--- src/wb_soc_settings.svh ---
`ifndef WB_SOC_SETTINGS_SVH
`define WB_SOC_SETTINGS_SVH

//////////////////////////////
// Bus geometry
`define WB_AW           32
`define WB_DW           32
`define WB_SEL_W        4
`define WB_BOFS_W       2    // Byte offset inside a word
`define WB_NUM_MASTERS  2

// Main RAM, 1024 words
`define WB_MEM_ADR_BITS 10

//////////////////////////////
// Address map
`define WB_REGION_W     7
`define WB_RAM_REGION   7'h00
`define WB_UART_REG_W   3
`define WB_UART_PAGE    29'h1FF0_0000  // 0xFF800000 >> 3

// UART
`define UART_BIT_CYCLES 16
`define UART_REG_THR    3'd0
`define UART_REG_LSR    3'd5

`endif

--- src/wb_soc_pkg.sv ---
`default_nettype none

`include "wb_soc_settings.svh"

package wb_soc_pkg;

   // Address as seen by the RAM
   typedef struct packed {
      logic [`WB_REGION_W-1:0]                       region;
      logic [`WB_AW-`WB_REGION_W-`WB_BOFS_W-1:0]     word;
      logic [`WB_BOFS_W-1:0]                         byte_ofs;
   } wb_adr_ram_t;

   // Address as seen by the UART
   typedef struct packed {
      logic [`WB_AW-`WB_UART_REG_W-1:0] page;
      logic [`WB_UART_REG_W-1:0]        reg_ofs;
   } wb_adr_uart_t;

   typedef union packed {
      wb_adr_ram_t  ram;
      wb_adr_uart_t uart;
   } wb_adr_u;

   typedef struct packed {
      wb_adr_u               adr;
      logic [`WB_DW-1:0]     dat;
      logic [`WB_SEL_W-1:0]  sel;
      logic                  we;
      logic                  cyc;
      logic                  stb;
   } wb_req_t;

   typedef struct packed {
      logic [`WB_DW-1:0] dat;
      logic              ack;
      logic              err;
   } wb_rsp_t;

   // Byte wide side of the UART bridge
   typedef struct packed {
      wb_adr_u    adr;
      logic [7:0] dat;
      logic       we;
      logic       cyc;
      logic       stb;
   } wb8_req_t;

   typedef struct packed {
      logic [7:0] dat;
      logic       ack;
   } wb8_rsp_t;

endpackage

`default_nettype wire

--- src/wb_soc_uart_bridge.sv ---
`timescale 1ns/1ps
`default_nettype none

`include "wb_soc_settings.svh"

module wb_soc_uart_bridge
   import wb_soc_pkg::*;
(
   input  wire wb_req_t  req_i,
   output wb_rsp_t       rsp_o,
   output wb8_req_t      req8_o,
   input  wire wb8_rsp_t rsp8_i
);

   localparam int BOFS_W = `WB_BOFS_W;

   logic [BOFS_W-1:0] ofs;    // Byte offset picked from sel
   logic [7:0]        wdat;

   // Big-endian lanes as on the OpenRISC bus: sel[3] is byte offset 0
   always_comb begin
      ofs  = '0;
      wdat = req_i.dat[`WB_DW-1 -: 8];
      for (int b = 0; b < `WB_SEL_W; b++) begin
         if (req_i.sel[b]) begin
            ofs  = BOFS_W'(`WB_SEL_W - 1 - b);
            wdat = req_i.dat[8*b +: 8];
         end
      end
   end

   always_comb begin
      req8_o.adr              = req_i.adr;
      req8_o.adr.ram.byte_ofs = ofs;        // Word address plus lane
      req8_o.dat              = wdat;
      req8_o.we               = req_i.we;
      req8_o.cyc              = req_i.cyc;
      req8_o.stb              = req_i.stb;
   end

   // Read byte is mirrored so any lane sees it
   assign rsp_o.dat = {`WB_SEL_W{rsp8_i.dat}};
   assign rsp_o.ack = rsp8_i.ack;
   assign rsp_o.err = 1'b0;

endmodule

`default_nettype wire

--- config.mk ---
export PLATFORM = sky130hd
export DESIGN_NAME = wb_soc_uart_bridge
export DESIGN_NICKNAME = d
export VERILOG_FILES = /design/src/wb_soc_pkg.sv /design/src/wb_soc_uart_bridge.sv
export VERILOG_INCLUDE_DIRS = /design/src
export SDC_FILE = /design/constraint.sdc
export NUM_CORES = 1
export LEC_CHECK = 0
export ABC_AREA = 1
export BUFFER_PORTS_ARGS = -buffer_cell sky130_fd_sc_hd__buf_2
export CAP_MARGIN = 20
export CORE_ASPECT_RATIO = 0.8
export CORE_MARGIN = 1.5
export CORE_UTILIZATION = 26
export DETAILED_ROUTE_END_ITERATION = 8
export PLACE_DENSITY = 0.91
export SYNTH_ARGS = -nofsm -noshare
export SYNTH_HDL_FRONTEND = slang
export SYNTH_SLANG_ARGS = --single-unit
--- constraint.sdc ---
create_clock -name vclk -period 0.8
set_input_delay 0.16 -clock vclk [all_inputs]
set_output_delay 0.16 -clock vclk [all_outputs]
set_load 0.02 [all_outputs]
Word-level counts from Yosys, hierarchy flattened
Cells that the tools add are included.

operators by class
  mux-type cells = 8

operators with widths
  kind              number
  2-to-1 mux 8 bit  4
  2-to-1 mux 2 bit  4

word-level totals
  flip-flop bits (word level) = 0
  input port bits = 80
  output and inout bits = 77
  word-level logic and storage cells = 8

Logic depth before layout (Yosys ltp)
Gate-level depths: netlist (run 1).

  word-level depth = 4
  mapped depth = 6
  gate-level depth less buffers = 5

Worst setup path after synthesis (run 1)
Ideal clock, no wire load.

  path kind = input to output
  from = input port req_i[6] in the netlist's numbering
  to = output port req8_o[12] in the netlist's numbering
  arrival = 0.940 ns
  data required time = 0.640 ns
  slack = -0.300 ns
  cell stages on the path = 3
  path buffers = 2
  path through = buf_4 > buf_6 > nor3_1

RTL lines
  item         RTL line                  RTL
  from (decl)  wb_soc_uart_bridge.sv:9   input wire wb_req_t req_i,
  to (decl)    wb_soc_uart_bridge.sv:11  output wb8_req_t req8_o,

==> results of run 1 <==
-- cells in the final DEF (no fill, tap or decap) --
master and instances:
buf_2 33, nand2_1 24, nand3_1 16, buf_6 12, a21oi_1 9, inv_1 8
nand2_2 8, a21oi_2 7, buf_12 3, buf_4 3, buf_8 2, inv_4 1
a21oi_4 1, nor2_2 1, nor2_8 1, nor3_4 1, conb_1 1, nor2_4 1
-- Yosys cell counts --
| library cell | instances |
|---|---|
| nand3_1 | 16 |
| buf_4 | 68 |
| inv_2 | 1 |
| nor2_1 | 1 |
| nand2_1 | 32 |
| conb_1 | 1 |
| buf_6 | 5 |
| inv_1 | 8 |
| a21oi_1 | 17 |
| nor2_8 | 1 |
| nor3_1 | 1 |
-- path summary, 6_finish.rpt --
path,start,end,cells after the start,slack [ps]
setup / recovery,req_i[4],req8_o[3],7,-220
hold / removal,req_i[45],req8_o[17],0,320
-- logic make-up after synthesis --
kind of cell | count (synthesis)
AND/OR/NAND/NOR | 51
buffers and inverters | 82
AO/OA/AOI/OAI | 17
other | 1
-- through the flow --
stage | util, % | setup TNS, ps | instance area (µm²) | total power [mW] | std cells
2_1_floorplan | - | -736 | 967 | 0.757 | 151
3_3_place_gp | 21.6 | -2890 | 736 | 0.426 | 173
3_5_place_dp | 21.6 | -3100 | 736 | 0.435 | 173
4_1_cts | 26.0 | -1890 | 883 | 0.546 | 174
5_1_grt | 26.5 | -2290 | 902 | 0.603 | 174
6_report | 26.5 | -1780 | 902 | 0.550 | 174
-- metal layers --
layer	global-route usage (%)	share of wire, %	up-vias
met3	7.25	14	6
met1	14.0	40	333
met2	18.3	45	70
met4	1.96	0.72	0
met5	0	0	-
li1	-	-	368
-- area by class of cell --
class              instances  area (µm²)
fillers                  398        2500
inverters                  9        36.3
multi-input cells         70         400
well taps                 42        52.6
repair buffers            53         413
-- power groups by stage --
stage / Combinational, mW / Clock (mW) / Sequential (mW)
final: 0.550 / 0 / 0
after CTS: 0.546 / 0 / 0
after floorplan: 0.757 / 0 / 0
after detailed placement: 0.435 / 0 / 0
after global routing: 0.603 / 0 / 0
after global placement: 0.426 / 0 / 0
-- what timing repair did --
item,CTS,global route
gates cloned,1,0
gates resized for setup,40,5
endpoints found under the setup margin,10,10
hold buffers,0,0
setup buffers,0,1
pin swaps,12,9
==> metrics.csv, run 1 <==
stage,metric,value,unit
pwr,register share of total power,0,%
timing,setup slack after layout,-217,ps
timing,RSZ-0062 raised after global routing,true,
pwr,Clock Power Share,0,%
timing,period utilization,127,%
global_route,largest net degree at the start of global routing,19,
critical_path,slowest CP cell,buf_12,
routing,total wire length,2370,µm
routing,Detail Route Antenna Nets,0,
cells_and_area,# diodes,0,
floorplanning,die area,3900,µm²
synthesis,Syn Area/Cell,6.08,µm²
critical_path,critical-path maximum fanout,6,
placed_design,RD Place Congestion,0.715,
cells_and_area,share of layout cells above drive strength 1,56.1,%
synthesis,synth top area cells,"buf_4, nand2_1, a21oi_1",
placed_design,HPWL after DPL,1790,µm
status,failing checks,setup timing,
routing,DRT Pass-1 Iters,4,
timing,fin crit period,1020,ps
hold_path,Worst Hold Class,in2out,
floorplanning,Rows,19,
global_route,first-pass GRT wire length,3880,µm
synthesis,post-synthesis sequential area ratio,0,%
cells_and_area,sequential cells,0,
synthesis,synthesized instance count,151,
routing,initial drt markers,42,
global_route,total gr overflow,0,
placed_design,Setup Slack @ Placement,-354,ps
pwr,Power Density,610,nW/µm²
synthesis,Synth area leader,buf_4,
global_route,gr usage total,11.7,%
pwr,switch share,50.3,%
synthesis,largest family of logic cells by synthesized area,buffers and inverters,
critical_path,Worst EP arrival,860,ps
synthesis,synthesis warning total,0,
synthesis,Synth Area in Compound Gates,9.26,%
cells_and_area,Sequential Area,0,µm²
cells_and_area,Nets,214,
critical_path,CP cell instances,buf_12 > buf_8 > a21oi_1 > nand3_1 > nand2_1 > nand2_2 > buf_6,
routing,vias per cell,4.47,
status,status,"complete, but fails checks",
routing,DR vias,777,
timing,Final Setup Violations,10,
pwr,internal cell power,273,µW
timing,pins over their slew limit,0,
pwr,Logic pwr share,100.0,%
global_route,via count of the first global-routing pass,799,
global_route,initial antenna violation count,0,
routing,Routed wire per std cell,13.6,µm
critical_path,Setup crit end kind,primary output,
floorplanning,core area,3400,µm²
floorplanning,Chip Height,56.2,µm
synthesis,Synthesized Nets,231,
cells_and_area,clkbuf count,0,
critical_path,crit-path max cell delay,120,ps
synthesis,Simple-Gate Fraction of Synth Area,24.9,%
pwr,worst IR drop on VDD,0.191,mV
pwr,leak pwr,0.467,nW
synthesis,top-area cell type share of the netlist area,55.6,%
cells_and_area,Layout area overhead,-1.77,%
timing,Max Clk Rate,983,MHz
synthesis,mux cell area share after synthesis,0,%
critical_path,CP Data Required Time,640,ps
floorplanning,I/O pin total,157,
critical_path,Setup CP Type,in2out,
floorplanning,Die X,69.4,µm
timing,Hold Slack,320,ps
routing,# DRC,0,
synthesis,adder-cell share of the synthesized area,0,%
synthesis,XOR/XNOR Fraction of Synth Area,0,%
pwr,Sw Pwr,277,µW
floorplanning,Initial Util,27.0,%
critical_path,Worst Path Buf+Inv,3,
synthesis,cell area after synthesis,918,µm²
placed_design,Buffers on Ports,46,
critical_path,kind of cell adding the most delay to the critical path,buffers and inverters,
job,max capacitance violation total,0,
synthesis,Yosys cell types,11,
timing,final hold viol count,0,
critical_path,Worst setup SP type,primary input,
(Power assumes the default switching activity.)
==> run 2, diff against run 1 <==
clock period = 0.9 ns   (was 0.8 ns; I/O delays follow)
==> metrics.csv, run 2 (synthesized netlist as in run 1, its figures left out) <==
stage,metric,value,unit,change
status,status,"complete, but fails checks",,
status,failing checks,setup timing,,
cells_and_area,# diodes,0,,unchanged
floorplanning,core area,3400,µm²,unchanged
placed_design,RD Place Congestion,0.637,,-11%
critical_path,CP Data Required Time,720,ps,+80 ps
cells_and_area,clkbuf count,0,,unchanged
pwr,worst IR drop on VDD,0.125,mV,-35%
pwr,internal cell power,244,µW,-11%
timing,Hold Slack,360,ps,+40.0 ps
floorplanning,I/O pin total,157,,unchanged
routing,vias per cell,4.27,,-4.3%
timing,setup slack after layout,-184,ps,+32.8 ps
floorplanning,Die X,69.4,µm,unchanged
global_route,first-pass GRT wire length,3730,µm,-3.7%
floorplanning,Chip Height,56.2,µm,unchanged
timing,setup TNS,-1180,ps,+598 ps
routing,# DRC,0,,unchanged
pwr,Sw Pwr,246,µW,-11%
cells_and_area,most frequent cells in the layout,"buf_2, nand2_1, nand3_1",,
global_route,met2 usage,19.0,%,+0.69 points
critical_path,Setup crit end kind,primary output,,
pwr,Power Density,540,nW/µm²,-11%
cells_and_area,share of layout cells above drive strength 1,57.9,%,+1.8 points
cells_and_area,Nets,215,,+0.47%
routing,Routed wire per std cell,12.7,µm,-6.8%
pwr,overall power,491,µW,-11%
global_route,via count of the first global-routing pass,796,,-0.38%
routing,DRT Pass-1 Iters,4,,unchanged
pwr,Logic pwr share,100.0,%,about the same
floorplanning,die area,3900,µm²,unchanged
global_route,global route hottest layer,met2,,
cells_and_area,sequential cells,0,,unchanged
timing,Max Clk Rate,922,MHz,
routing,initial drt markers,23,,-45%
placed_design,Setup Slack @ Placement,-294,ps,+59.9 ps
cells_and_area,"most common cell after layout, fill and taps aside",buf_2,,
cts,hold-fix buffers at CTS,0,,unchanged
floorplanning,Rows,19,,unchanged
routing,DR vias,748,,-3.7%
routing,total wire length,2220,µm,-6.2%
placed_design,Buffers on Ports,46,,unchanged
timing,fin crit period,1080,ps,
timing,RSZ-0062 raised after global routing,true,,
floorplanning,Initial Util,27.0,%,unchanged
timing,period utilization,120,%,
pwr,Clock Power Share,0,%,unchanged
critical_path,critical-path maximum fanout,6,,unchanged
routing,Detail Route Antenna Nets,0,,unchanged
timing,final hold viol count,0,,unchanged
cells_and_area,fill count,382,,-4.0%
global_route,total gr overflow,0,,unchanged
placed_design,HPWL after DPL,1630,µm,-8.8%
global_route,GRT met3 Usage,5.98,%,-1.3 points
pwr,leak pwr,0.470,nW,+0.69%
global_route,gr usage total,11.4,%,-0.30 points
pwr,switch share,50.2,%,-0.069 points
timing,Final Setup Violations,9,,-1
cells_and_area,Util after Layout,26.7,%,+0.18 points
critical_path,Worst setup SP type,primary input,,
job,max capacitance violation total,0,,unchanged
global_route,initial antenna violation count,0,,unchanged
critical_path,Worst EP arrival,900,ps,+40 ps
timing,pins over their slew limit,0,,unchanged
pwr,register share of total power,0,%,unchanged
hold_path,Worst Hold Class,in2out,,
cells_and_area,Sequential Area,0,µm²,unchanged
global_route,largest net degree at the start of global routing,19,,unchanged
critical_path,Setup CP Type,in2out,,
cells_and_area,Layout area overhead,-1.09,%,
global_route,routing usage on met1,13.4,%,-0.53 points
run 2: changes by cell type in the layout (fill, tap and decap cells not counted):
cell	delta
a21oi_1	-1
a21oi_2	+1
buf_4	+1
buf_6	+2
buf_8	-2
nand2_1	-1
nand2_2	+1
run 2: cell type report:
cell class	count	area (µm²)	share of cell area [%]
Inverter	9	36.3	3.99
Tap cell	42	52.6	5.79
Multi-Input combinational cell	70	407	44.8
Timing Repair Buffer	54	413	45.5
run 2: power groups by stage:
stage	combinational, mW	sequential, mW	clock [mW]
6_report	0.491	0	0
5_1_grt	0.537	0	0
3_5_place_dp	0.378	0	0
3_3_place_gp	0.373	0	0
4_1_cts	0.468	0	0
2_1_floorplan	0.666	0	0
run 2: path summary, 6_finish.rpt:
path	from	endpoint	depth (start not counted)
worst max-delay path	req_i[4]	req8_o[5]	7
worst min-delay path	req_i[49]	req8_o[21]	0
run 2: critical path: stages:
cell and delay [ps]:
buf_12 120, buf_6 120, a21oi_2 130, nand3_1 90, nand2_1 80, nand2_2 50, buf_6 120
run 2: metrics by stage:
step	cells	cell area, µm²
after floorplan	151	952
after detailed placement	174	728
final	175	908
after global routing	175	908
after global placement	174	728
after CTS	175	867
run 2: layer usage:
layer / up-vias / routed length [µm]
met4: 0 / 17
met2: 65 / 1030
met1: 309 / 859
li1: 370 / -
met3: 4 / 317
met5: - / 0
run 2: what timing repair did:
item | in CTS | in global routing
buffers inserted | 0 | 1
setup endpoints to repair | 10 | 10
endpoints found under the hold margin | 0 | 0
cloned | 1 | 0
pin swaps | 6 | 12
resized for setup | 37 | 12
