[config.mk]
export PLATFORM = sky130hd
export DESIGN_NAME = wb_soc_uart_tx
export DESIGN_NICKNAME = d
export VERILOG_FILES = /design/src/wb_soc_pkg.sv /design/src/wb_soc_uart_tx.sv
export VERILOG_INCLUDE_DIRS = /design/src
export SDC_FILE = /design/constraint.sdc
export NUM_CORES = 1
export LEC_CHECK = 0
export BUFFER_PORTS_ARGS = -buffer_cell sky130_fd_sc_hd__buf_2
export CAP_MARGIN = 25
export CORE_ASPECT_RATIO = 0.7
export CORE_MARGIN = 8
export CORE_UTILIZATION = 40
export DETAILED_ROUTE_END_ITERATION = 12
export PLACE_DENSITY = 0.77
export SLEW_MARGIN = 20
export SYNTH_ARGS = -nofsm -noshare
export SYNTH_HDL_FRONTEND = slang
export SYNTH_SLANG_ARGS = --single-unit
[constraint.sdc]
create_clock -name wb_clk_i -period 1.6 [get_ports wb_clk_i]
set_input_delay 0.24 -clock wb_clk_i [delete_from_list [all_inputs] [get_ports wb_clk_i]]
set_output_delay 0.24 -clock wb_clk_i [all_outputs]
set_load 0.1 [all_outputs]
[src/wb_soc_settings.svh]
`ifndef WB_SOC_SETTINGS_SVH
`define WB_SOC_SETTINGS_SVH

//////////////////////////////
// Bus geometry
`define WB_AW           32
`define WB_DW           32
`define WB_SEL_W        4
`define WB_BOFS_W       2    // Byte offset inside a word
`define WB_NUM_MASTERS  2

// Main RAM, 1024 words
`define WB_MEM_ADR_BITS 10

//////////////////////////////
// Address map
`define WB_REGION_W     7
`define WB_RAM_REGION   7'h00
`define WB_UART_REG_W   3
`define WB_UART_PAGE    29'h1FF0_0000  // 0xFF800000 >> 3

// UART
`define UART_BIT_CYCLES 16
`define UART_REG_THR    3'd0
`define UART_REG_LSR    3'd5

`endif

[src/wb_soc_pkg.sv]
`default_nettype none

`include "wb_soc_settings.svh"

package wb_soc_pkg;

   // Address as seen by the RAM
   typedef struct packed {
      logic [`WB_REGION_W-1:0]                       region;
      logic [`WB_AW-`WB_REGION_W-`WB_BOFS_W-1:0]     word;
      logic [`WB_BOFS_W-1:0]                         byte_ofs;
   } wb_adr_ram_t;

   // Address as seen by the UART
   typedef struct packed {
      logic [`WB_AW-`WB_UART_REG_W-1:0] page;
      logic [`WB_UART_REG_W-1:0]        reg_ofs;
   } wb_adr_uart_t;

   typedef union packed {
      wb_adr_ram_t  ram;
      wb_adr_uart_t uart;
   } wb_adr_u;

   typedef struct packed {
      wb_adr_u               adr;
      logic [`WB_DW-1:0]     dat;
      logic [`WB_SEL_W-1:0]  sel;
      logic                  we;
      logic                  cyc;
      logic                  stb;
   } wb_req_t;

   typedef struct packed {
      logic [`WB_DW-1:0] dat;
      logic              ack;
      logic              err;
   } wb_rsp_t;

   // Byte wide side of the UART bridge
   typedef struct packed {
      wb_adr_u    adr;
      logic [7:0] dat;
      logic       we;
      logic       cyc;
      logic       stb;
   } wb8_req_t;

   typedef struct packed {
      logic [7:0] dat;
      logic       ack;
   } wb8_rsp_t;

endpackage

`default_nettype wire

[src/wb_soc_uart_tx.sv]
`timescale 1ns/1ps
`default_nettype none

`include "wb_soc_settings.svh"

module wb_soc_uart_tx
   import wb_soc_pkg::*;
(
   input  wire           wb_clk_i,
   input  wire           arst_n_i,
   input  wire wb8_req_t req_i,
   output wb8_rsp_t      rsp_o,
   output logic          uart_tx_o
);

   localparam int DIV_W = $clog2(`UART_BIT_CYCLES);

   logic             ack_q;
   logic [7:0]       rdat_q;
   logic             access;
   logic             is_thr;
   logic             is_lsr;
   logic             start_tx;
   logic             tx_busy;     // Frame on the line
   logic [8:0]       shreg;       // Data bits, then stop bit
   logic [3:0]       bits_left;
   logic [DIV_W-1:0] div_cnt;
   logic             bit_end;
   logic             tx_q;

   assign access   = req_i.cyc & req_i.stb & !ack_q;
   assign is_thr   = req_i.adr.uart.reg_ofs == `UART_REG_THR;
   assign is_lsr   = req_i.adr.uart.reg_ofs == `UART_REG_LSR;
   assign start_tx = access & req_i.we & is_thr & !tx_busy;  // Busy writes are lost
   assign bit_end  = div_cnt == DIV_W'(`UART_BIT_CYCLES - 1);

   //////////////////////////////
   // Register interface

   always_ff @(posedge wb_clk_i or negedge arst_n_i) begin
      if (!arst_n_i) begin
         ack_q <= 1'b0;
      end else begin
         ack_q <= access;
      end
   end

   always_ff @(posedge wb_clk_i) begin
      if (access) begin
         rdat_q <= is_lsr ? {2'b00, !tx_busy, 5'b00000} : 8'h00;  // LSR bit 5 THR empty
      end
   end

   //////////////////////////////
   // Serializer

   always_ff @(posedge wb_clk_i or negedge arst_n_i) begin
      if (!arst_n_i) begin
         tx_busy   <= 1'b0;
         bits_left <= '0;
         div_cnt   <= '0;
         tx_q      <= 1'b1;   // Line idles high
      end else if (!tx_busy) begin
         if (start_tx) begin
            tx_busy   <= 1'b1;
            bits_left <= 4'd9;
            div_cnt   <= '0;
            tx_q      <= 1'b0;  // Start bit
         end
      end else begin
         div_cnt <= bit_end ? '0 : div_cnt + 1'b1;
         if (bit_end) begin
            if (bits_left == '0) begin
               tx_busy <= 1'b0;   // Stop bit finished
            end else begin
               tx_q      <= shreg[0];
               bits_left <= bits_left - 1'b1;
            end
         end
      end
   end

   always_ff @(posedge wb_clk_i) begin
      if (start_tx) begin
         shreg <= {1'b1, req_i.dat};
      end else if (tx_busy && bit_end) begin
         shreg <= {1'b1, shreg[8:1]};   // LSB first
      end
   end

   assign rsp_o.dat = rdat_q;
   assign rsp_o.ack = ack_q;
   assign uart_tx_o = tx_q;

endmodule

`default_nettype wire

## After elaboration in Yosys (flattened, before gate mapping)

Index checks and enable logic that the tools add are counted.

| word-level totals | value |
|---|---|
| register bits after elaboration | 27 |
| input port bits | 45 |
| word-level logic and storage cells | 44 |

| cells by class | value |
|---|---|
| bitwise logic cells | 5 |
| reductions and logical operators | 8 |
| equality and inequality tests | 4 |
| add/sub/neg operators | 2 |
| muxes and demuxes | 17 |

Operators with widths:

| kind | number |
|---|---|
| 4-bit two-way mux | 7 |
| 8-bit two-way mux | 2 |
| 1-bit two-way mux | 8 |
| 1-bit AND | 5 |
| 4-bit by 1-bit adder with 4-bit output (second input constant) | 1 |
| 4-bit == test (second input constant) | 1 |
| 4-bit zero test | 1 |
| 2-bit nonzero test | 2 |
| 4-bit by 1-bit subtractor with 4-bit output (second input constant) | 1 |
| 3-bit == test (second input constant) | 1 |
| 3-bit zero test | 1 |
| 3-bit AND reduction | 1 |
| 1-bit zero test | 2 |
| 2-bit by 1-bit inequality test with 1-bit output (second input constant) | 1 |
| 2-bit inequality test (second input constant) | 1 |
| 1-bit logical AND | 1 |

## Depth between registers and ports, before layout

Gate-level depths: netlist (run 1).

| logic depth | value |
|---|---|
| depth in word-level cells | 7 |
| gate-level depth with buffers | 6 |

## Worst setup path before layout (run 1)

Ideal clock, no wire load.

| timing path | value |
|---|---|
| path type | reg2reg |
| from | reg tx_busy |
| to | reg shreg[0], enable pin |
| arrival | 1.252 ns |
| setup time | 0.375 ns |
| cell stages (with the launch flop) | 4 |
| required time | 1.225 ns |
| clock period less this slack | 1.628 ns |
| path slack | -0.028 ns |
| cells stage by stage | dfrtp_1 clkbuf_1 a21oi_2 a21oi_1 |

| on the way | value |
|---|---|
| word-level cells in the longest chain between the ends | 3 |
| elaborated cells between the ends (all ways) | 4 |
| classes of those cells | bitwise: 1; reduce/logical: 3 |

Ends and longest elaborated chain:

| item | RTL line | text |
|---|---|---|
| start: declaration | wb_soc_uart_tx.sv:24 | `logic tx_busy;` |
| start signal: assignment | wb_soc_uart_tx.sv:59 | `tx_busy <= 1'b0;` |
| start signal: assignment | wb_soc_uart_tx.sv:65 | `tx_busy <= 1'b1;` |
| start signal: assignment | wb_soc_uart_tx.sv:74 | `tx_busy <= 1'b0;` |
| 1-bit zero test | - |  |
| 1-bit AND | wb_soc_uart_tx.sv:34 | `assign start_tx = access & req_i.we & is_thr & !tx_busy;` |
| 2-bit nonzero test (no line) (*) | - |  |
| end signal: assignment | wb_soc_uart_tx.sv:85 | `shreg <= {1'b1, req_i.dat};` |
| end signal: assignment | wb_soc_uart_tx.sv:87 | `shreg <= {1'b1, shreg[8:1]};` |
| end: declaration | wb_soc_uart_tx.sv:25 | `logic [8:0] shreg;` |

Mark *: on every way between the ends. The rest lies on a longest branch, timed or not.
A chain may end at the register's enable or synchronous reset.

## Worst setup path after layout (run 1)

| timing path | value |
|---|---|
| from | reg bits_left[0] |
| to | reg bits_left[3] |

| on the way | value |
|---|---|
| word-level cells in the longest chain between the ends | 4 |
| elaborated cells between the ends (all ways) | 7 |
| classes of those cells | add/sub: 1; eq/ne: 1; mux: 3; reduce/logical: 2 |

Ends and longest elaborated chain:

| item | RTL line | text |
|---|---|---|
| start: declaration | wb_soc_uart_tx.sv:26 | `logic [3:0] bits_left;` |
| start signal: assignment | wb_soc_uart_tx.sv:77 | `bits_left <= bits_left - 1'b1;` |
| 4-bit by 1-bit subtractor with 4-bit output | wb_soc_uart_tx.sv:77 |  |
| 4-bit two-way mux | wb_soc_uart_tx.sv:73 | `if (bits_left == '0) begin` |
| 4-bit two-way mux | wb_soc_uart_tx.sv:72 | `if (bit_end) begin` |
| 4-bit two-way mux | wb_soc_uart_tx.sv:63 | `end else if (!tx_busy) begin` |

Parallel ways exist; a longest one is shown, timed or not. The select of a mux whose other input is x is not followed.

==> results_dict.tcl, run 1 <==
set metrics [dict create \
    status "finished, final reports clean" \
    clk_latency_ns 0.25 \
    coreArea_um2 2480 \
    crit_type "reg2reg" \
    clock_path_buffers 2 \
    die_h_um 58.9 \
    initial_core_util_pct 42.4 \
    power_uw 1670 \
    whs_endpoint "shreg[7]" \
    switching_power_uw 583 \
    seq_area_frac_synth_pct 52.0 \
    rr_startpoint "bits_left[0]" \
    ys_ff_latch 20 \
    max_freq_mhz 643 \
    grt_max_degree 12 \
    synth_area_um2 1050 \
    post-route-min-period_ns 1.55 \
    min_path_cells 2 \
    worst_setup_path_end_kind "flop" \
    p_comb_share_pct 36.3 \
    fillers 228 \
    start_kind "flop" \
    synth_cell_types 36 \
    period_share_pct 97.1 \
    finalNetCount 169 \
    gr-total-overflow 0 \
    finClkSkew_ns 0.000796 \
    area_delta_synth_final_pct 28.0 \
    ff2ff_setup_slack_ns 0.05 \
    p_clk_share_pct 20.0 \
    layout_commonest_cell "buf_2" \
    rsz0062_at_grt "yes" \
    antenna_found_initial 0 \
    route.detailed.drc 0 \
    cts.sinks 20 \
    slew_headroom_pct 63.7 \
    postSynthCellCount 90 \
    ir_drop_mv 0.684 \
    htreeDepth 1 \
    critPathSlowestCell "or4b_4" \
    internal_power_uw 1080 \
    die_area_um2 4550 \
    hpwl_um 1750 \
    cts_buffers 3 \
    rows 15 \
    r2r-end "bits_left[3]" \
    power_frac_seq_pct 43.7 \
    ant_nets 0 \
    synth_enable_flop_cells 9 \
    grt_pass1_vias 799 \
    hp-start "req_i[10]" \
    cp_max_fo 3 \
    drv_slew 0 \
    hold_path.class "in2reg" \
    hold_violations 0 \
    final_cell_mix "18 x buf_2, 13 x buf_4, 9 x dfrtp_1, 9 x edfxtp_1" \
    powerDensity_nw_per_um2 1240 \
    die_x_um 77.3 \
    wire_per_inst_um 15.1 \
    fin_tns_setup_ns 0 \
    maxCapViolations 0 \
    viasPerCell 5.06 \
    gr-usage-all-layers_pct 10.7 \
    path_cells "or4b_4, or2_0, a211o_1" \
    async_flop_share_pct 55.0 \
    port_buffers 18 \
    wl_um 2340 \
    avgSynthCellArea_um2 11.7 \
    firstDrtPassIters 4 \
    ys_warn_count 0 \
    worst_pin_slew_ns 0.545 \
    cts_root_buf "clkbuf_8" \
    grt_pass1_wl_um 3770 \
    reg2reg_depth 3 \
    leakage_uw 0.000580 \
    antenna_cells 0 \
    switching_share_pct 35.0 \
    drt_iter0_drc 55 \
    cp_data_required_time_ns 1.74 \
    slowest_delay_ns 0.55 \
    ys.flop_type "dfrtp_1" \
    clk_pin_slew_worst_paths_ns 0.07 \
    routabilityCongestion 0.918 \
    setup_violations 0 \
    tritoncts "built" \
    ios 55 \
    cp.arrival_ns 1.70 \
    via_count 784 \
    drive_above_1_share_pct 45.5 \
]
-- worst max-delay path: cells and delay by family (launching register included) --
kind,cells,cell delay [ns]
AND/OR/NAND/NOR,2,0.79
flip-flops,1,0.40
AO/OA/AOI/OAI,1,0.25
-- worst max-delay path by stage --
stage | startpoint | endpoint | slack, ns
final | bits_left[0] | bits_left[3] | 0.05
after global routing | tx_busy | shreg[5] | -0.002
after CTS | bits_left[2] | bits_left[3] | 0.01
after detailed placement | bits_left[0] | bits_left[1] | -0.1
after global placement | bits_left[0] | bits_left[1] | -0.04
after floorplan | bits_left[0] | bits_left[1] | 0.03
-- cells by family (layout without fill, tap and decap cells) --
group / Yosys count / after routing / synth area share (%)
mux: 7 / 7 / 7.50
compound gates: 15 / 15 / 12.3
fa+ha+maj: 2 / 2 / 2.38
xor+xnor: 1 / 1 / 0.833
flops: 20 / 20 / 52.0
simple gates: 27 / 27 / 15.6
other cells: 1 / 7 / 0.357
buf+inv: 17 / 42 / 9.05
-- layer usage --
metal | wire length, µm | global-route usage, % | share of wire [%]
met4 | 15 | 4.01 | 0.64
met5 | 0 | 0 | 0
met2 | 1120 | 17.8 | 48
met1 | 1020 | 11.1 | 43
met3 | 189 | 5.93 | 8.1
-- cells in the mapped netlist (2+ instances only) --
library cell / count / area share, %
dfrtp_1: 10 / 24
edfxtp_1: 9 / 26
buf_4: 8 / 5.7
mux2_2: 7 / 7.5
nor4_1: 6 / 3.6
inv_1: 5 / 1.8
nand2_1: 5 / 1.8
a211o_1: 3 / 2.5
a21oi_1: 3 / 1.4
nor3_1: 3 / 1.4
and3_1: 2 / 1.2
clkbuf_1: 2 / 0.71
ha_1: 2 / 2.4
nand3_1: 2 / 0.95
o2bb2ai_1: 2 / 1.7
-- power by group through the flow --
stage,Combinational (µW),Clock [µW],Sequential (µW)
2_1_floorplan,346,0,758
3_3_place_gp,504,0,722
3_5_place_dp,533,0,729
4_1_cts,556,347,724
5_1_grt,650,370,739
6_report,606,334,728
-- state kept, by name (all words and copies together), names as in the netlist --
signal / flops
rdat_q: 1
div_cnt: 4
shreg: 8
tx_busy: 1
uart_tx_o: 1
bits_left: 4
ack_q: 1
-- stage by stage --
| step | cells | cell area (µm²) | worst slack [ns] | hold WS, ns | utilization, % |
|---|---|---|---|---|---|
| after global routing | 155 | 1350 | -0.00236 | 0.249 | 54.3 |
| after global placement | 147 | 1220 | -0.0359 | 0.117 | 49.1 |
| after detailed placement | 147 | 1220 | -0.0989 | 0.118 | 49.1 |
| final | 155 | 1350 | 0.0458 | 0.243 | 54.3 |
| after floorplan | 96 | 1080 | 0.0325 | -0.0556 | - |
| after CTS | 153 | 1290 | 0.0144 | 0.240 | 52.3 |
-- area by class of cell --
cell class              count  area (µm²)  share of cell area [%]
inverters                   5        18.8                    1.40
multi-input cells          59         482                    35.8
repair buffers             33         209                    15.5
well taps                  34        42.5                    3.16
flip-flops and latches     20         548                    40.7
clock buffers               4        45.0                    3.35
-- repair_timing --
| item | in CTS | in global routing |
|---|---|---|
| hold endpoints to repair | 10 | 0 |
| pin swaps | 2 | 3 |
| endpoints found under the setup margin | 11 | 11 |
| setup buffers | 1 | 2 |
| hold buffers | 1 | 0 |
| resized for setup | 3 | 8 |
(Power assumes the default switching activity.)
==> run 2: changes to the inputs <==
Settings changed: PLACE_DENSITY 0.77 to 0.78.
==> run 2 against run 1 <==
Against the previous run: sequential cell count unchanged; routed wire length up 6.4%; combinational power up 8.4%; count of clock-buffer cells in the layout unchanged; global-route usage up 0.56 points; worst hold slack worse by 0.0056 ns; fmax down 1.1%; critical path type unchanged.
==> results_dict.tcl, run 2 (synthesis gave the netlist of run 1 again) <==
set metrics [dict create \
    route.detailed.drc 0 \
    cts_buffers 3 \
    antenna_cells 0 \
    ff2ff_setup_slack_ns 0.03 \
    post-route-min-period_ns 1.57 \
    crit_type "reg2reg" \
    power_frac_seq_pct 41.0 \
    clk_pin_slew_worst_paths_ns 0.08 \
    ir_drop_mv 0.532 \
    antenna_found_initial 0 \
    start_kind "flop" \
    ios 55 \
    grt_pass1_vias 893 \
    cts.sinks 20 \
    setup_violations 0 \
    powerDensity_nw_per_um2 1260 \
    cp_data_required_time_ns 1.74 \
    largest_reg_flops 8 \
    layout_commonest_cell "buf_2" \
    wire_per_inst_um 15.7 \
    hold_violations 0 \
    die_area_um2 4550 \
    final_cell_mix "18 x buf_2, 15 x buf_4, 10 x dfrtp_1, 9 x edfxtp_1" \
    p_comb_share_pct 37.1 \
    hpwl_um 1810 \
    gr-usage-all-layers_pct 11.2 \
    leakage_uw 0.000614 \
    place_area_um2 1250 \
    grt_max_degree 12 \
    finClkSkew_ns 0.00507 \
    htreeDepth 1 \
    firstDrtPassIters 2 \
    drt_iter0_drc 35 \
    period_share_pct 98.2 \
    coreArea_um2 2480 \
    top_regs "shreg (8), bits_left (4), div_cnt (4)" \
    worst_pin_slew_ns 0.638 \
    rows 15 \
    status "finished, final reports clean" \
    clk_latency_ns 0.26 \
    clock_path_buffers 2 \
    cp.arrival_ns 1.72 \
    cp_max_fo 3 \
    fin_util_pct 56.6 \
    switching_power_uw 602 \
    tritoncts "built" \
    die_x_um 77.3 \
    gr-total-overflow 0 \
    slew_headroom_pct 56.9 \
    design_area_um2 1400 \
    drv_slew 0 \
    hold_path.class "in2reg" \
    fin_tns_setup_ns 0 \
    max_freq_mhz 636 \
    port_buffers 18 \
    cts_root_buf "clkbuf_8" \
    internal_power_uw 1170 \
    switching_share_pct 34.0 \
    drive_above_1_share_pct 47.2 \
    rsz0062_at_grt "yes" \
    wl_um 2500 \
    die_h_um 58.9 \
    regMostFlops "shreg" \
    finalNetCount 173 \
    via_count 843 \
    area_delta_synth_final_pct 33.5 \
    maxCapViolations 0 \
    viasPerCell 5.30 \
    p_clk_share_pct 21.9 \
    ant_nets 0 \
    initial_core_util_pct 42.4 \
    grt_pass1_wl_um 4050 \
    routabilityCongestion 0.776 \
    worst_setup_path_end_kind "flop" \
]
-- run 2: layout make-up --
| type | instances | area [µm²] |
|---|---|---|
| Clock buffer | 4 | 55.1 |
| Fill cell | 223 | 1070 |
| Inverter | 5 | 18.8 |
| Multi-Input combinational cell | 59 | 489 |
| Sequential cell | 20 | 547 |
| Tap cell | 34 | 42.5 |
| Timing Repair Buffer | 37 | 250 |
-- run 2: what timing repair did --
| item | in CTS | in global routing |
|---|---|---|
| endpoints found under the setup margin | 7 | 15 |
| setup buffers | 0 | 3 |
| hold endpoints to repair | 10 | 0 |
| hold buffers | 1 | 0 |
| pin swaps | 1 | 3 |
| resized for setup | 1 | 13 |
-- run 2: final timing paths --
check	start	endpoint	cells past startpoint
min in group asynchronous	arst_n_i	tx_busy	2
min reg2reg	div_cnt[1]	div_cnt[1]	1
max	tx_busy	bits_left[3]	4
max reg2reg	tx_busy	bits_left[3]	4
max in group asynchronous	arst_n_i	uart_tx_o	2
min	req_i[10]	shreg[7]	2
-- run 2: critical path, stage by stage, from the launching register on --
cell     delay, ns
dfrtp_1       0.39
buf_6         0.12
or4b_4        0.46
or2_0         0.23
a211o_1       0.25
-- run 2: power groups by stage --
| stage | Clock, µW | Sequential [µW] | Combinational (µW) |
|---|---|---|---|
| 2_1_floorplan | 0 | 758 | 346 |
| 3_3_place_gp | 0 | 719 | 542 |
| 3_5_place_dp | 0 | 725 | 574 |
| 4_1_cts | 398 | 714 | 580 |
| 5_1_grt | 415 | 740 | 716 |
| 6_report | 387 | 725 | 657 |
-- run 2: per-stage QoR --
| step | total power [µW] | worst slack, ns | instances | hold slack (ns) |
|---|---|---|---|---|
| 5_1_grt | 1870 | -0.0275 | 159 | 0.245 |
| 6_report | 1770 | 0.0288 | 159 | 0.238 |
| 4_1_cts | 1690 | 0.00484 | 156 | 0.229 |
| 3_3_place_gp | 1260 | 0.0193 | 151 | 0.125 |
| 3_5_place_dp | 1300 | -0.0123 | 151 | 0.125 |
| 2_1_floorplan | 1100 | 0.0325 | 96 | -0.0556 |
-- run 2: layer usage --
metal	share of wire [%]	vias up	wire (µm)	global-route usage, %
met5	0	-	0	0
met4	2.2	0	55	4.28
met3	5.8	6	144	4.56
met2	51	24	1270	19.7
met1	41	421	1020	12.0
li1	-	392	-	-
