File: src/wb_soc_settings.svh
`ifndef WB_SOC_SETTINGS_SVH
`define WB_SOC_SETTINGS_SVH

//////////////////////////////
// Bus geometry
`define WB_AW           32
`define WB_DW           32
`define WB_SEL_W        4
`define WB_BOFS_W       2    // Byte offset inside a word
`define WB_NUM_MASTERS  2

// Main RAM, 1024 words
`define WB_MEM_ADR_BITS 10

//////////////////////////////
// Address map
`define WB_REGION_W     7
`define WB_RAM_REGION   7'h00
`define WB_UART_REG_W   3
`define WB_UART_PAGE    29'h1FF0_0000  // 0xFF800000 >> 3

// UART
`define UART_BIT_CYCLES 16
`define UART_REG_THR    3'd0
`define UART_REG_LSR    3'd5

`endif

File: src/wb_soc_pkg.sv
`default_nettype none

`include "wb_soc_settings.svh"

package wb_soc_pkg;

   // Address as seen by the RAM
   typedef struct packed {
      logic [`WB_REGION_W-1:0]                       region;
      logic [`WB_AW-`WB_REGION_W-`WB_BOFS_W-1:0]     word;
      logic [`WB_BOFS_W-1:0]                         byte_ofs;
   } wb_adr_ram_t;

   // Address as seen by the UART
   typedef struct packed {
      logic [`WB_AW-`WB_UART_REG_W-1:0] page;
      logic [`WB_UART_REG_W-1:0]        reg_ofs;
   } wb_adr_uart_t;

   typedef union packed {
      wb_adr_ram_t  ram;
      wb_adr_uart_t uart;
   } wb_adr_u;

   typedef struct packed {
      wb_adr_u               adr;
      logic [`WB_DW-1:0]     dat;
      logic [`WB_SEL_W-1:0]  sel;
      logic                  we;
      logic                  cyc;
      logic                  stb;
   } wb_req_t;

   typedef struct packed {
      logic [`WB_DW-1:0] dat;
      logic              ack;
      logic              err;
   } wb_rsp_t;

   // Byte wide side of the UART bridge
   typedef struct packed {
      wb_adr_u    adr;
      logic [7:0] dat;
      logic       we;
      logic       cyc;
      logic       stb;
   } wb8_req_t;

   typedef struct packed {
      logic [7:0] dat;
      logic       ack;
   } wb8_rsp_t;

endpackage

`default_nettype wire

File: src/wb_soc_fabric.sv
`timescale 1ns/1ps
`default_nettype none

`include "wb_soc_settings.svh"

module wb_soc_fabric
   import wb_soc_pkg::*;
(
   input  wire                                wb_clk_i,
   input  wire                                arst_n_i,
   input  wire wb_req_t [`WB_NUM_MASTERS-1:0] m_req_i,
   output wb_rsp_t [`WB_NUM_MASTERS-1:0]      m_rsp_o,
   output wb_req_t                            ram_req_o,
   output wb_req_t                            uart_req_o,
   input  wire wb_rsp_t                       ram_rsp_i,
   input  wire wb_rsp_t                       uart_rsp_i,
   output logic [`WB_AW-1:0]                  snoop_adr_o,
   output logic                               snoop_en_o
);

   localparam int MIDX_W = (`WB_NUM_MASTERS > 1) ? $clog2(`WB_NUM_MASTERS) : 1;

   logic              gnt_busy;   // Some master owns the bus
   logic [MIDX_W-1:0] gnt_idx;
   logic              nxt_busy;
   logic [MIDX_W-1:0] nxt_idx;
   wb_req_t           gnt_req;
   logic              sel_ram;
   logic              sel_uart;
   logic              err_q;      // Unmapped access response
   wb_rsp_t           slv_rsp;

   //////////////////////////////
   // Arbitration

   always_comb begin
      nxt_busy = gnt_busy;
      nxt_idx  = gnt_idx;
      if (gnt_busy && !m_req_i[gnt_idx].cyc) begin
         nxt_busy = 1'b0;            // Owner is done
      end
      if (!nxt_busy) begin
         // Walking downwards leaves the lowest requesting index
         for (int i = `WB_NUM_MASTERS - 1; i >= 0; i--) begin
            if (m_req_i[i].cyc) begin
               nxt_busy = 1'b1;
               nxt_idx  = MIDX_W'(i);
            end
         end
      end
   end

   always_ff @(posedge wb_clk_i or negedge arst_n_i) begin
      if (!arst_n_i) begin
         gnt_busy <= 1'b0;
         gnt_idx  <= '0;
      end else begin
         gnt_busy <= nxt_busy;
         gnt_idx  <= nxt_idx;
      end
   end

   //////////////////////////////
   // Address decode and request routing

   assign gnt_req  = m_req_i[gnt_idx];
   assign sel_ram  = gnt_req.adr.ram.region == `WB_RAM_REGION;
   assign sel_uart = gnt_req.adr.uart.page == `WB_UART_PAGE;

   always_comb begin
      ram_req_o      = gnt_req;
      ram_req_o.cyc  = gnt_busy & gnt_req.cyc & sel_ram;
      ram_req_o.stb  = gnt_busy & gnt_req.stb & sel_ram;
      uart_req_o     = gnt_req;
      uart_req_o.cyc = gnt_busy & gnt_req.cyc & sel_uart;
      uart_req_o.stb = gnt_busy & gnt_req.stb & sel_uart;
   end

   // One err pulse per unmapped strobe
   always_ff @(posedge wb_clk_i or negedge arst_n_i) begin
      if (!arst_n_i) begin
         err_q <= 1'b0;
      end else begin
         err_q <= gnt_busy & gnt_req.cyc & gnt_req.stb & !sel_ram & !sel_uart & !err_q;
      end
   end

   // Response back to the owner only
   always_comb begin
      if (sel_ram) begin
         slv_rsp = ram_rsp_i;
      end else if (sel_uart) begin
         slv_rsp = uart_rsp_i;
      end else begin
         slv_rsp.dat = '0;
         slv_rsp.ack = 1'b0;
         slv_rsp.err = err_q;
      end
      for (int i = 0; i < `WB_NUM_MASTERS; i++) begin
         m_rsp_o[i].dat = slv_rsp.dat;
         m_rsp_o[i].ack = gnt_busy && (gnt_idx == MIDX_W'(i)) && slv_rsp.ack;
         m_rsp_o[i].err = gnt_busy && (gnt_idx == MIDX_W'(i)) && slv_rsp.err;
      end
   end

   // Snoop on every completed RAM write
   assign snoop_en_o  = ram_rsp_i.ack & ram_req_o.we;
   assign snoop_adr_o = ram_req_o.adr;

endmodule

`default_nettype wire

File: config.mk
export PLATFORM = sky130hd
export DESIGN_NAME = wb_soc_fabric
export DESIGN_NICKNAME = d
export VERILOG_FILES = /design/src/wb_soc_pkg.sv /design/src/wb_soc_fabric.sv
export VERILOG_INCLUDE_DIRS = /design/src
export SDC_FILE = /design/constraint.sdc
export NUM_CORES = 1
export LEC_CHECK = 0
export BUFFER_PORTS_ARGS = -buffer_cell sky130_fd_sc_hd__buf_4
export CAP_MARGIN = 20
export CORE_AREA = 8 8 168 170
export DETAILED_ROUTE_END_ITERATION = 8
export DIE_AREA = 0 0 176 178
export PLACE_DENSITY_LB_ADDON = 0.05
export SETUP_SLACK_MARGIN = 0.1
export SLEW_MARGIN = 10
export SYNTH_ARGS = -nofsm -noshare
export SYNTH_HDL_FRONTEND = slang
export SYNTH_SLANG_ARGS = --single-unit
File: constraint.sdc
create_clock -name wb_clk_i -period 2.35 [get_ports wb_clk_i]
set_input_delay 0.3525 -clock wb_clk_i [delete_from_list [all_inputs] [get_ports wb_clk_i]]
set_output_delay 0.3525 -clock wb_clk_i [all_outputs]
set_load 0.01 [all_outputs]
# After elaboration in Yosys (flattened, before gate mapping)
# Cells that the tools add are included.
op_classes:
  n_lt_le_gt_ge: 1
  eq_ne: 1
  mux: 10
  bitwise_logic: 13
  n_reduce_logical: 14
ops:
  columns: ["cell", "n"]
  rows:
  - ["71-bit 2-to-1 mux", 2]
  - ["34-bit 2-to-1 mux", 2]
  - ["29-bit == test (second input constant)", 1]
  - ["1-bit bitwise AND", 11]
  - ["1-bit logical AND", 7]
  - ["7-bit zero test", 1]
  - ["1-bit 2-to-1 mux", 6]
  - ["1-bit zero test", 4]
  - ["1-bit by 2-bit less-than comparator with 1-bit output (second input constant)", 1]
  - ["1-bit inverter", 2]
  - ["2-bit AND reduction", 1]
  - ["2-bit nonzero test", 1]
word_totals:
  regBits: 3
  input_bits: 212

# Longest topological paths before layout
# Gate-level depths: netlist of run 1.
logic_depth:
  ltp_word: 7
  ltp_mapped: 10
  mapped_depth_nobuf: 5

# Worst setup path before layout of run 1
# Ideal clock, no wire load.
synth_timing:
  path_kind: "register to output"
  startpoint: "reg gnt_idx"
  endpoint: "out m_rsp_o[47] (netlist name)"
  arrival_time_ns: 2.008
  setup_slack_ns: -0.010
  stages_incl_launch_ff: 10
  n_path_buf: 4
  path_cell_list: "dfrtp_1 buf_6 nor4_4 nand2_2 o41ai_4 and3_1 buf_6 buf_6 a22o_1 buf_4"
synth_lines:
  columns: ["element", "line", "text"]
  rows:
  - ["from (decl)", "wb_soc_fabric.sv:24", "logic [MIDX_W-1:0] gnt_idx;"]
  - ["from (signal assigned)", "wb_soc_fabric.sv:59", "gnt_idx <= nxt_idx;"]
  - ["to (decl)", "wb_soc_fabric.sv:12", "output wb_rsp_t [`WB_NUM_MASTERS-1:0] m_rsp_o,"]

==> results.yml, run 1 <==
route:
  drc_errors: 0
  first_iter_violations: 61
  wire_per_inst_um: 19.5
  vias_per_cell: 3.59
  ant_nets: 0
  routed_wl_mm: 20.0
  firstDrtPassIters: 4
  vias: 3686
sta:
  relSlewSlack_pct: 74.4
  finalCriticalPeriod_ns: 2.70
  hold_slack_ns: 0.318
  tns_ns: -21.65
  period_share_pct: 115
  fin_skew_ns: 0.000966
  worst_slack_ns: -0.351
  drv_slew: 0
  tightest_slew_ns: 0.378
  setup_violations: 72
  final_hold_viol_count: 0
  clock.fmax_mhz: 370
  rsz0062_at_grt: "yes"
power:
  p_sw_share_pct: 36.9
  total_leakage_power_uw: 0.00347
  power.share.sequential_pct: 3.4
  p_comb_share_pct: 82.3
  vdd_drop_max_v: 0.000114
  p_clk_share_pct: 14.3
  p_int_uw: 1220
  power.density_mw_per_mm2: 295
  switchingPower_uw: 715
logic_synthesis:
  yosysTopAreaCell: "buf_4"
  synth_seq_area_share_pct: 2.77
  netlist.area_leader.share_pct: 37.2
  synthesis.area_mm2: 0.00271
  synth_top_flop_cell: "dfrtp_1"
  ys_ff_latch: 3
  yosysUniqueCellTypes: 37
  async_reset_ff_share_pct: 100
  netlist_instances: 320
  syn_area_per_cell_um2: 8.46
  yosys_warnings: 0
  synth_area_leaders: "buf_4 (37%), mux2_2 (26%), a22o_1 (10%)"
  synth_fp_nets: 532
  synth_edf_count: 0
global_routing:
  grt_max_degree: 32
  grtUsageTotal_pct: 10.9
  grt_overflow: 0
  grt_antenna_before_repair: 0
  grt_pass1_wl_mm: 26.2
  grt_pass1_vias: 4130
floorplan:
  dieHeight_um: 178
  start_util_pct: 10.6
  core_mm2: 0.0256
  rows: 59
  ios: 455
  die-area_mm2: 0.0313
  die-width_um: 176
run_status:
  violations: "negative setup slack"
  status: "complete, but fails checks"
clock_network:
  cts-root-buf: "clkbuf_16"
  cts_tree: "yes"
  path_clk_slew_ns: 0.03
  ctsLongestPathBuffers: 2
  clock_latency_ns: 0.23
  numCtsBuffers: 3
  cts_max_level: 1
  cts_sinks: 3
finish:
  nFillCells: 2790
  diodes: 0
  layout_common_cells: "buf_4 (464), mux2_2 (46), buf_6 (40)"
  area_growth_pct: 143
  drive_gt1_share_pct: 89.6
  utilization_pct: 25.7
  design_area_mm2: 0.00658
  nets: 905
  stdcell_count: 1027
  final_common_cell: "buf_4"
setup_path:
  path_max_fanout: 9
  required_ns: 2.00
  end_kind: "primary output"
  path_class: "flip-flop to primary output"
  cp_data_arrival_time_ns: 2.35
  start_kind: "flip-flop"
job:
  maxCapViolations: 0
place:
  dp.cells: 989
  dpl.hpwl_mm: 16.8
  place_congestion: 0.703
  placed_area_mm2: 0.00570
  io_buffers: 454
hold_path:
  hp-class: "primary input to flip-flop"
==> cell families after synthesis <==
group                  count (synthesis)  share of synthesized area (%)
DFF                                    3                           2.77
AOI/OAI and AO/OA                     44                           14.0
buffers and inverters                157                           42.3
and+or+nand+nor                       46                           11.9
muxes                                 70                           29.0
==> worst max-delay path: stages (launching register included) <==
cell       delay, ns
dfrtp_4         0.51
buf_6           0.14
mux2_4          0.31
nor4_4          0.24
buf_4           0.17
and3_4          0.26
clkbuf_16       0.19
a22o_1          0.16
buf_4           0.13
==> power by group through the flow <==
stage	sequential, uW	clock, uW	combinational [uW]
final	66.1	277	1600
after global routing	67.7	286	1710
after CTS	65.8	277	1530
after detailed placement	78.5	0	1450
after global placement	77.4	0	1460
after floorplan	59.7	0	789
==> through the flow <==
| step | setup WS (ns) | total power, uW |
|---|---|---|
| final | -0.351 | 1940 |
| after global routing | -0.427 | 2060 |
| after CTS | -0.410 | 1880 |
| after detailed placement | -0.325 | 1530 |
| after global placement | -0.351 | 1530 |
| after floorplan | 0.00425 | 849 |
==> cell usage after synthesis (2+ instances only) <==
master      n
a21oi_1     4
nor4b_1     7
mux2_2     62
nand3_1     2
inv_1       8
mux2_1      2
buf_4     134
a22o_1     32
clkbuf_1    2
nor2_1      3
and2_1      2
dfrtp_1     3
nand4_1     3
o21bai_1    2
mux2i_1     5
buf_6       6
a31oi_1     2
nor3_1      3
nand2b_1    3
nand2_1    10
buf_2       7
and3_1      3
==> worst paths after layout <==
check	start	end	slack, ns	cells past startpoint
max	gnt_idx$_DFFE_PN0P_	m_rsp_o[6]	-0.35	8
min	m_req_i[1]	gnt_idx$_DFFE_PN0P_	0.32	2
max reg2reg	gnt_idx$_DFFE_PN0P_	err_q$_DFF_PN0_	0.27	8
min reg2reg	err_q$_DFF_PN0_	err_q$_DFF_PN0_	0.53	3
max in group asynchronous	arst_n_i	gnt_idx$_DFFE_PN0P_	1.76	2
min in group asynchronous	arst_n_i	gnt_idx$_DFFE_PN0P_	0.49	2
==> registers in the layout (all words and copies together), names as in the netlist <==
signal and count:
gnt_busy 1, gnt_idx 1, err_q 1
==> layout make-up <==
class,count,area (um2),share of cell area [%]
multi-input combinational,160,1770,26.9
tap,335,419,6.37
sequential,3,78.8,1.20
timing repair buffer,517,4200,63.9
inverter,8,30.0,0.456
clock buffer,4,78.8,1.20
==> repair_timing <==
| item | in CTS | in global routing |
|---|---|---|
| endpoints found under the setup margin | 125 | 73 |
| hold endpoints to repair | 3 | 0 |
| gates resized for setup | 44 | 60 |
| buffers inserted | 19 | 9 |
| cloned | 2 | 3 |
| pin swaps | 15 | 11 |
| hold buffers | 1 | 0 |
==> metal layers <==
layer  wire length (um)  vias up  global-route usage [%]
li1                   -     1746                       -
met1               6740     1697                    10.4
met2              11100      239                    22.5
met3               2080        4                    4.34
met4                 50        0                   0.600
met5                  0        -                       0
Power figures use the tool's default switching activity.
==> inputs of run 2 (changes only) <==
--- a/config.mk
+++ b/config.mk
@@ -8,9 +8,9 @@
 export LEC_CHECK = 0
 export BUFFER_PORTS_ARGS = -buffer_cell sky130_fd_sc_hd__buf_4
 export CAP_MARGIN = 20
-export CORE_AREA = 8 8 168 170
+export CORE_AREA = 8 8 169 171
 export DETAILED_ROUTE_END_ITERATION = 8
-export DIE_AREA = 0 0 176 178
+export DIE_AREA = 0 0 177 179
 export PLACE_DENSITY_LB_ADDON = 0.05
 export SETUP_SLACK_MARGIN = 0.1
 export SLEW_MARGIN = 10
==> constraint.sdc (replaced) <==
create_clock -name wb_clk_i -period 2.7 [get_ports wb_clk_i]
set_input_delay 0.405 -clock wb_clk_i [delete_from_list [all_inputs] [get_ports wb_clk_i]]
set_output_delay 0.405 -clock wb_clk_i [all_outputs]
set_load 0.01 [all_outputs]
==> results.yml, run 2 (synthesis gave the netlist of run 1 again) <==
run_status:
  status: "complete, but fails checks"
  violations: "negative setup slack"
finish:
  design_area_mm2: 0.00629
  area_growth_pct: 132
  diodes: 0
  nets: 879
  nFillCells: 2786
  layout_common_cells: "buf_4 (445), mux2_2 (61), buf_6 (35)"
  final_common_cell: "buf_4"
  stdcell_count: 1001
  seq_area_um2: 78.8
  drive_gt1_share_pct: 88.7
  reg.largest.list: "err_q: 1 flops, gnt_busy: 1 flops, gnt_idx: 1 flops"
  multi_input_area_mm2: 0.00172
power:
  p_clk_share_pct: 15.0
  total_leakage_power_uw: 0.00326
  p_int_uw: 997
  p_sw_share_pct: 37.3
  switchingPower_uw: 594
  p_comb_share_pct: 81.5
  total_power_uw: 1590
  power.density_mw_per_mm2: 253
  vdd_drop_max_v: 0.000129
  power.share.sequential_pct: 3.6
route:
  wire_per_inst_um: 19.4
  vias: 3602
  firstDrtPassIters: 4
  first_iter_violations: 59
  drc_errors: 0
  routed_wl_mm: 19.4
  ant_nets: 0
  vias_per_cell: 3.60
sta:
  relSlewSlack_pct: 67.8
  final_hold_viol_count: 0
  hold_slack_ns: 0.387
  drv_slew: 0
  tightest_slew_ns: 0.483
  rsz0062_at_grt: "yes"
  finalCriticalPeriod_ns: 2.81
  worst_slack_ns: -0.107
  period_share_pct: 104
  setup_violations: 68
  clock.fmax_mhz: 356
  fin_skew_ns: 0.00135
global_routing:
  grt_antenna_before_repair: 3
  grt_pass1_vias: 4086
  grt_max_degree: 33
  grt_pass1_wl_mm: 25.7
  grt_overflow: 0
  grtUsageTotal_pct: 10.6
floorplan:
  core_mm2: 0.0258
  dieHeight_um: 179
  ios: 455
  die-area_mm2: 0.0317
  die-width_um: 177
  start_util_pct: 10.5
  rows: 59
setup_path:
  cp_data_arrival_time_ns: 2.40
  required_ns: 2.30
  r2r_slack_ns: 0.63
  r2r_start: "gnt_idx$_DFFE_PN0P_"
  startpoint: "gnt_idx$_DFFE_PN0P_"
  reg2reg_to: "err_q$_DFF_PN0_"
  path_class: "flip-flop to primary output"
  path_max_fanout: 8
  rr_worst_depth: 7
  end_kind: "primary output"
  start_kind: "flip-flop"
clock_network:
  cts_tree: "yes"
  cts_max_level: 1
  numCtsBuffers: 3
  ctsLongestPathBuffers: 2
  cts-root-buf: "clkbuf_16"
  path_clk_slew_ns: 0.03
  cts_sinks: 3
  clock_latency_ns: 0.22
hold_path:
  hold_end: "gnt_idx$_DFFE_PN0P_"
  hp-class: "primary input to flip-flop"
  holdCritStartpoint: "m_req_i[1]"
  min_delay_path_depth: 2
place:
  place_congestion: 0.691
  placed_area_mm2: 0.00558
  io_buffers: 454
  dpl.hpwl_mm: 17.0
  dp.cells: 978
job:
  maxCapViolations: 0
## run 2: changes by cell type in the layout (fill, tap and decap cells not counted), sizes merged
cell    before  now
clkbuf       7    6
buf        513  488
## run 2: per-stage QoR
stage               setup TNS, ns  setup slack (ns)  utilization (%)
floorplan                       0             0.249                -
global placement           -0.409           -0.0607             21.7
detailed placement         -0.110           -0.0410             21.7
CTS                        -10.83            -0.192             23.0
global route               -12.63            -0.224             24.4
finish                      -4.38            -0.107             24.4
## run 2: per-layer routing
metal	up-vias	global-route usage [%]	wire length (um)
met1	1651	9.40	5930
met4	6	1.09	101
met3	12	4.13	1990
met5	-	0	31
li1	1700	-	-
met2	233	22.5	11400
## run 2: worst max-delay path by stage
stage / to / slack (ns) / cells after the start
final: m_rsp_o[6] / -0.11 / 8
after CTS: m_rsp_o[33] / -0.19 / 8
after global placement: m_rsp_o[14] / -0.06 / 8
after global routing: m_rsp_o[6] / -0.22 / 8
after floorplan: m_rsp_o[47] / 0.25 / 7
after detailed placement: m_rsp_o[48] / -0.04 / 7
## run 2: critical path: stages, from the launching register on
cell       delay, ns
dfrtp_4         0.51
buf_12          0.14
nor4_4          0.18
nand2_2         0.10
o41ai_4         0.41
and3_4          0.35
clkbuf_16       0.20
a22o_1          0.15
buf_4           0.13
## run 2: area by class of cell
cell class	count	share of cell area, %
clock buffer	4	1.25
multi-input combinational	160	27.3
sequential	3	1.25
inverter	8	0.477
timing repair buffer	491	63.1
tap	335	6.66
## run 2: repair_timing
item | 4_1_cts | 5_1_grt
hold buffers | 1 | 0
hold endpoints to repair | 3 | 0
pin swaps | 7 | 8
gates cloned | 3 | 3
setup buffers | 7 | 5
endpoints found under the setup margin | 72 | 72
resized for setup | 25 | 52
## run 2: power groups by stage
| stage | clock [uW] | combinational (uW) | sequential [uW] |
|---|---|---|---|
| after detailed placement | 0 | 1230 | 66.4 |
| after global placement | 0 | 1250 | 65.3 |
| final | 238 | 1300 | 56.8 |
| after floorplan | 0 | 684 | 52.0 |
| after global routing | 250 | 1390 | 57.7 |
| after CTS | 245 | 1280 | 55.8 |
==> inputs of run 3 (changes only) <==
--- a/config.mk
+++ b/config.mk
@@ -12,7 +12,7 @@
 export DETAILED_ROUTE_END_ITERATION = 8
 export DIE_AREA = 0 0 177 179
 export PLACE_DENSITY_LB_ADDON = 0.05
-export SETUP_SLACK_MARGIN = 0.1
+export SETUP_SLACK_MARGIN = 0.02
 export SLEW_MARGIN = 10
 export SYNTH_ARGS = -nofsm -noshare
 export SYNTH_HDL_FRONTEND = slang
==> results.yml, run 3 (synthesis gave the netlist of run 1 again) <==
run_status:
  status: "complete, but fails checks"
  violations: "negative setup slack"
setup_path:
  path_class: "flip-flop to primary output"
  end_kind: "primary output"
  cp_data_arrival_time_ns: 2.41
  path_max_fanout: 8
  required_ns: 2.30
  start_kind: "flip-flop"
sta:
  drv_slew: 0
  hold_slack_ns: 0.387
  finalCriticalPeriod_ns: 2.81
  clock.fmax_mhz: 355
  final_hold_viol_count: 0
  worst_slack_ns: -0.113
  tightest_slew_ns: 0.435
  rsz0062_at_grt: "yes"
  fin_skew_ns: 0.00135
  period_share_pct: 104
  setup_violations: 68
  relSlewSlack_pct: 71.0
  tns_ns: -4.76
finish:
  drive_gt1_share_pct: 88.8
  utilization_pct: 24.4
  reg.largest.list: "err_q: 1 flops, gnt_busy: 1 flops, gnt_idx: 1 flops"
  area_growth_pct: 132
  nets: 880
  final_common_cell: "buf_4"
  layout_common_cells: "buf_4 (448), mux2_2 (61), buf_6 (33)"
  diodes: 0
  stdcell_count: 1002
  design_area_mm2: 0.00629
floorplan:
  ios: 455
  die-area_mm2: 0.0317
  dieHeight_um: 179
  die-width_um: 177
  start_util_pct: 10.5
  rows: 59
  core_mm2: 0.0258
route:
  wire_per_inst_um: 19.4
  vias_per_cell: 3.60
  ant_nets: 0
  routed_wl_mm: 19.4
  firstDrtPassIters: 4
  vias: 3603
  drc_errors: 0
  first_iter_violations: 60
power:
  vdd_drop_max_v: 0.000129
  power.density_mw_per_mm2: 253
  total_leakage_power_uw: 0.00326
clock_network:
  cts_max_level: 1
  cts_tree: "yes"
  path_clk_slew_ns: 0.03
  clock_latency_ns: 0.22
  ctsLongestPathBuffers: 2
  cts-root-buf: "clkbuf_16"
  cts_sinks: 3
  numCtsBuffers: 3
place:
  place_congestion: 0.691
  io_buffers: 454
  placed_area_mm2: 0.00558
  dp.cells: 978
  dpl.hpwl_mm: 17.0
global_routing:
  grt_pass1_wl_mm: 25.7
  grt_max_degree: 33
  grt_overflow: 0
  grtUsageMet3_pct: 4.13
  grt_antenna_before_repair: 3
  grtUsageMet1_pct: 9.41
  grtUsageTotal_pct: 10.6
  busiest_layer: "met2"
  grt_pass1_vias: 4086
  grt_util_met2_pct: 22.5
job:
  maxCapViolations: 0
hold_path:
  hp-class: "primary input to flip-flop"
-- run 3: changes by cell type in the layout (fill, tap and decap cells not counted), sizes merged --
cell  change
buf       +1
-- run 3: worst paths after layout --
kind | start | depth (start not counted) | end | slack (ns)
setup / recovery | gnt_idx$_DFFE_PN0P_ | 8 | m_rsp_o[6] | -0.11
hold / removal | m_req_i[1] | 2 | gnt_idx$_DFFE_PN0P_ | 0.39
setup reg to reg | gnt_idx$_DFFE_PN0P_ | 7 | err_q$_DFF_PN0_ | 0.63
hold reg to reg | err_q$_DFF_PN0_ | 3 | err_q$_DFF_PN0_ | 0.52
max in group asynchronous | arst_n_i | 2 | gnt_idx$_DFFE_PN0P_ | 2.01
min in group asynchronous | arst_n_i | 2 | gnt_busy$_DFF_PN0_ | 0.58
-- run 3: timing repair --
action,4_1_cts,5_1_grt
endpoints found under the setup margin,72,72
pin swaps,6,8
cloned,3,3
hold endpoints to repair,3,0
hold buffers,1,0
buffers inserted,7,7
gates resized for setup,22,54
-- run 3: routing by layer --
| metal | share of wire (%) | vias up |
|---|---|---|
| li1 | - | 1700 |
| met1 | 30 | 1650 |
| met2 | 59 | 235 |
| met3 | 10 | 12 |
| met4 | 0.52 | 6 |
| met5 | 0.16 | - |
-- run 3: through the flow --
step | setup WS [ns] | total power (uW)
6_report | -0.113 | 1590
4_1_cts | -0.192 | 1580
3_3_place_gp | -0.0607 | 1310
2_1_floorplan | 0.249 | 736
5_1_grt | -0.224 | 1700
3_5_place_dp | -0.0410 | 1300
-- run 3: worst max-delay path: stages, from the launching register on --
cell and delay (ns):
dfrtp_4 0.51, buf_12 0.14, nor4_4 0.18, nand2_2 0.10, o41ai_4 0.41, and3_4 0.35
clkbuf_16 0.20, a22o_1 0.15, buf_4 0.13
-- run 3: power by group --
group	total, uW	internal [uW]	leakage (uW)	switching, uW
combinational	1300	755	0.00319	544
sequential	56.9	50.5	0.0000343	6.37
clock	238	195	0.0000382	42.9
total	1590	1000	0.00326	594
-- run 3: area by class of cell --
| type | instances | area [um2] |
|---|---|---|
| Clock buffer | 4 | 78.8 |
| Fill cell | 2790 | 19500 |
| Inverter | 8 | 30.0 |
| Multi-Input combinational cell | 160 | 1710 |
| Sequential cell | 3 | 78.8 |
| Tap cell | 335 | 419 |
| Timing Repair Buffer | 492 | 3970 |
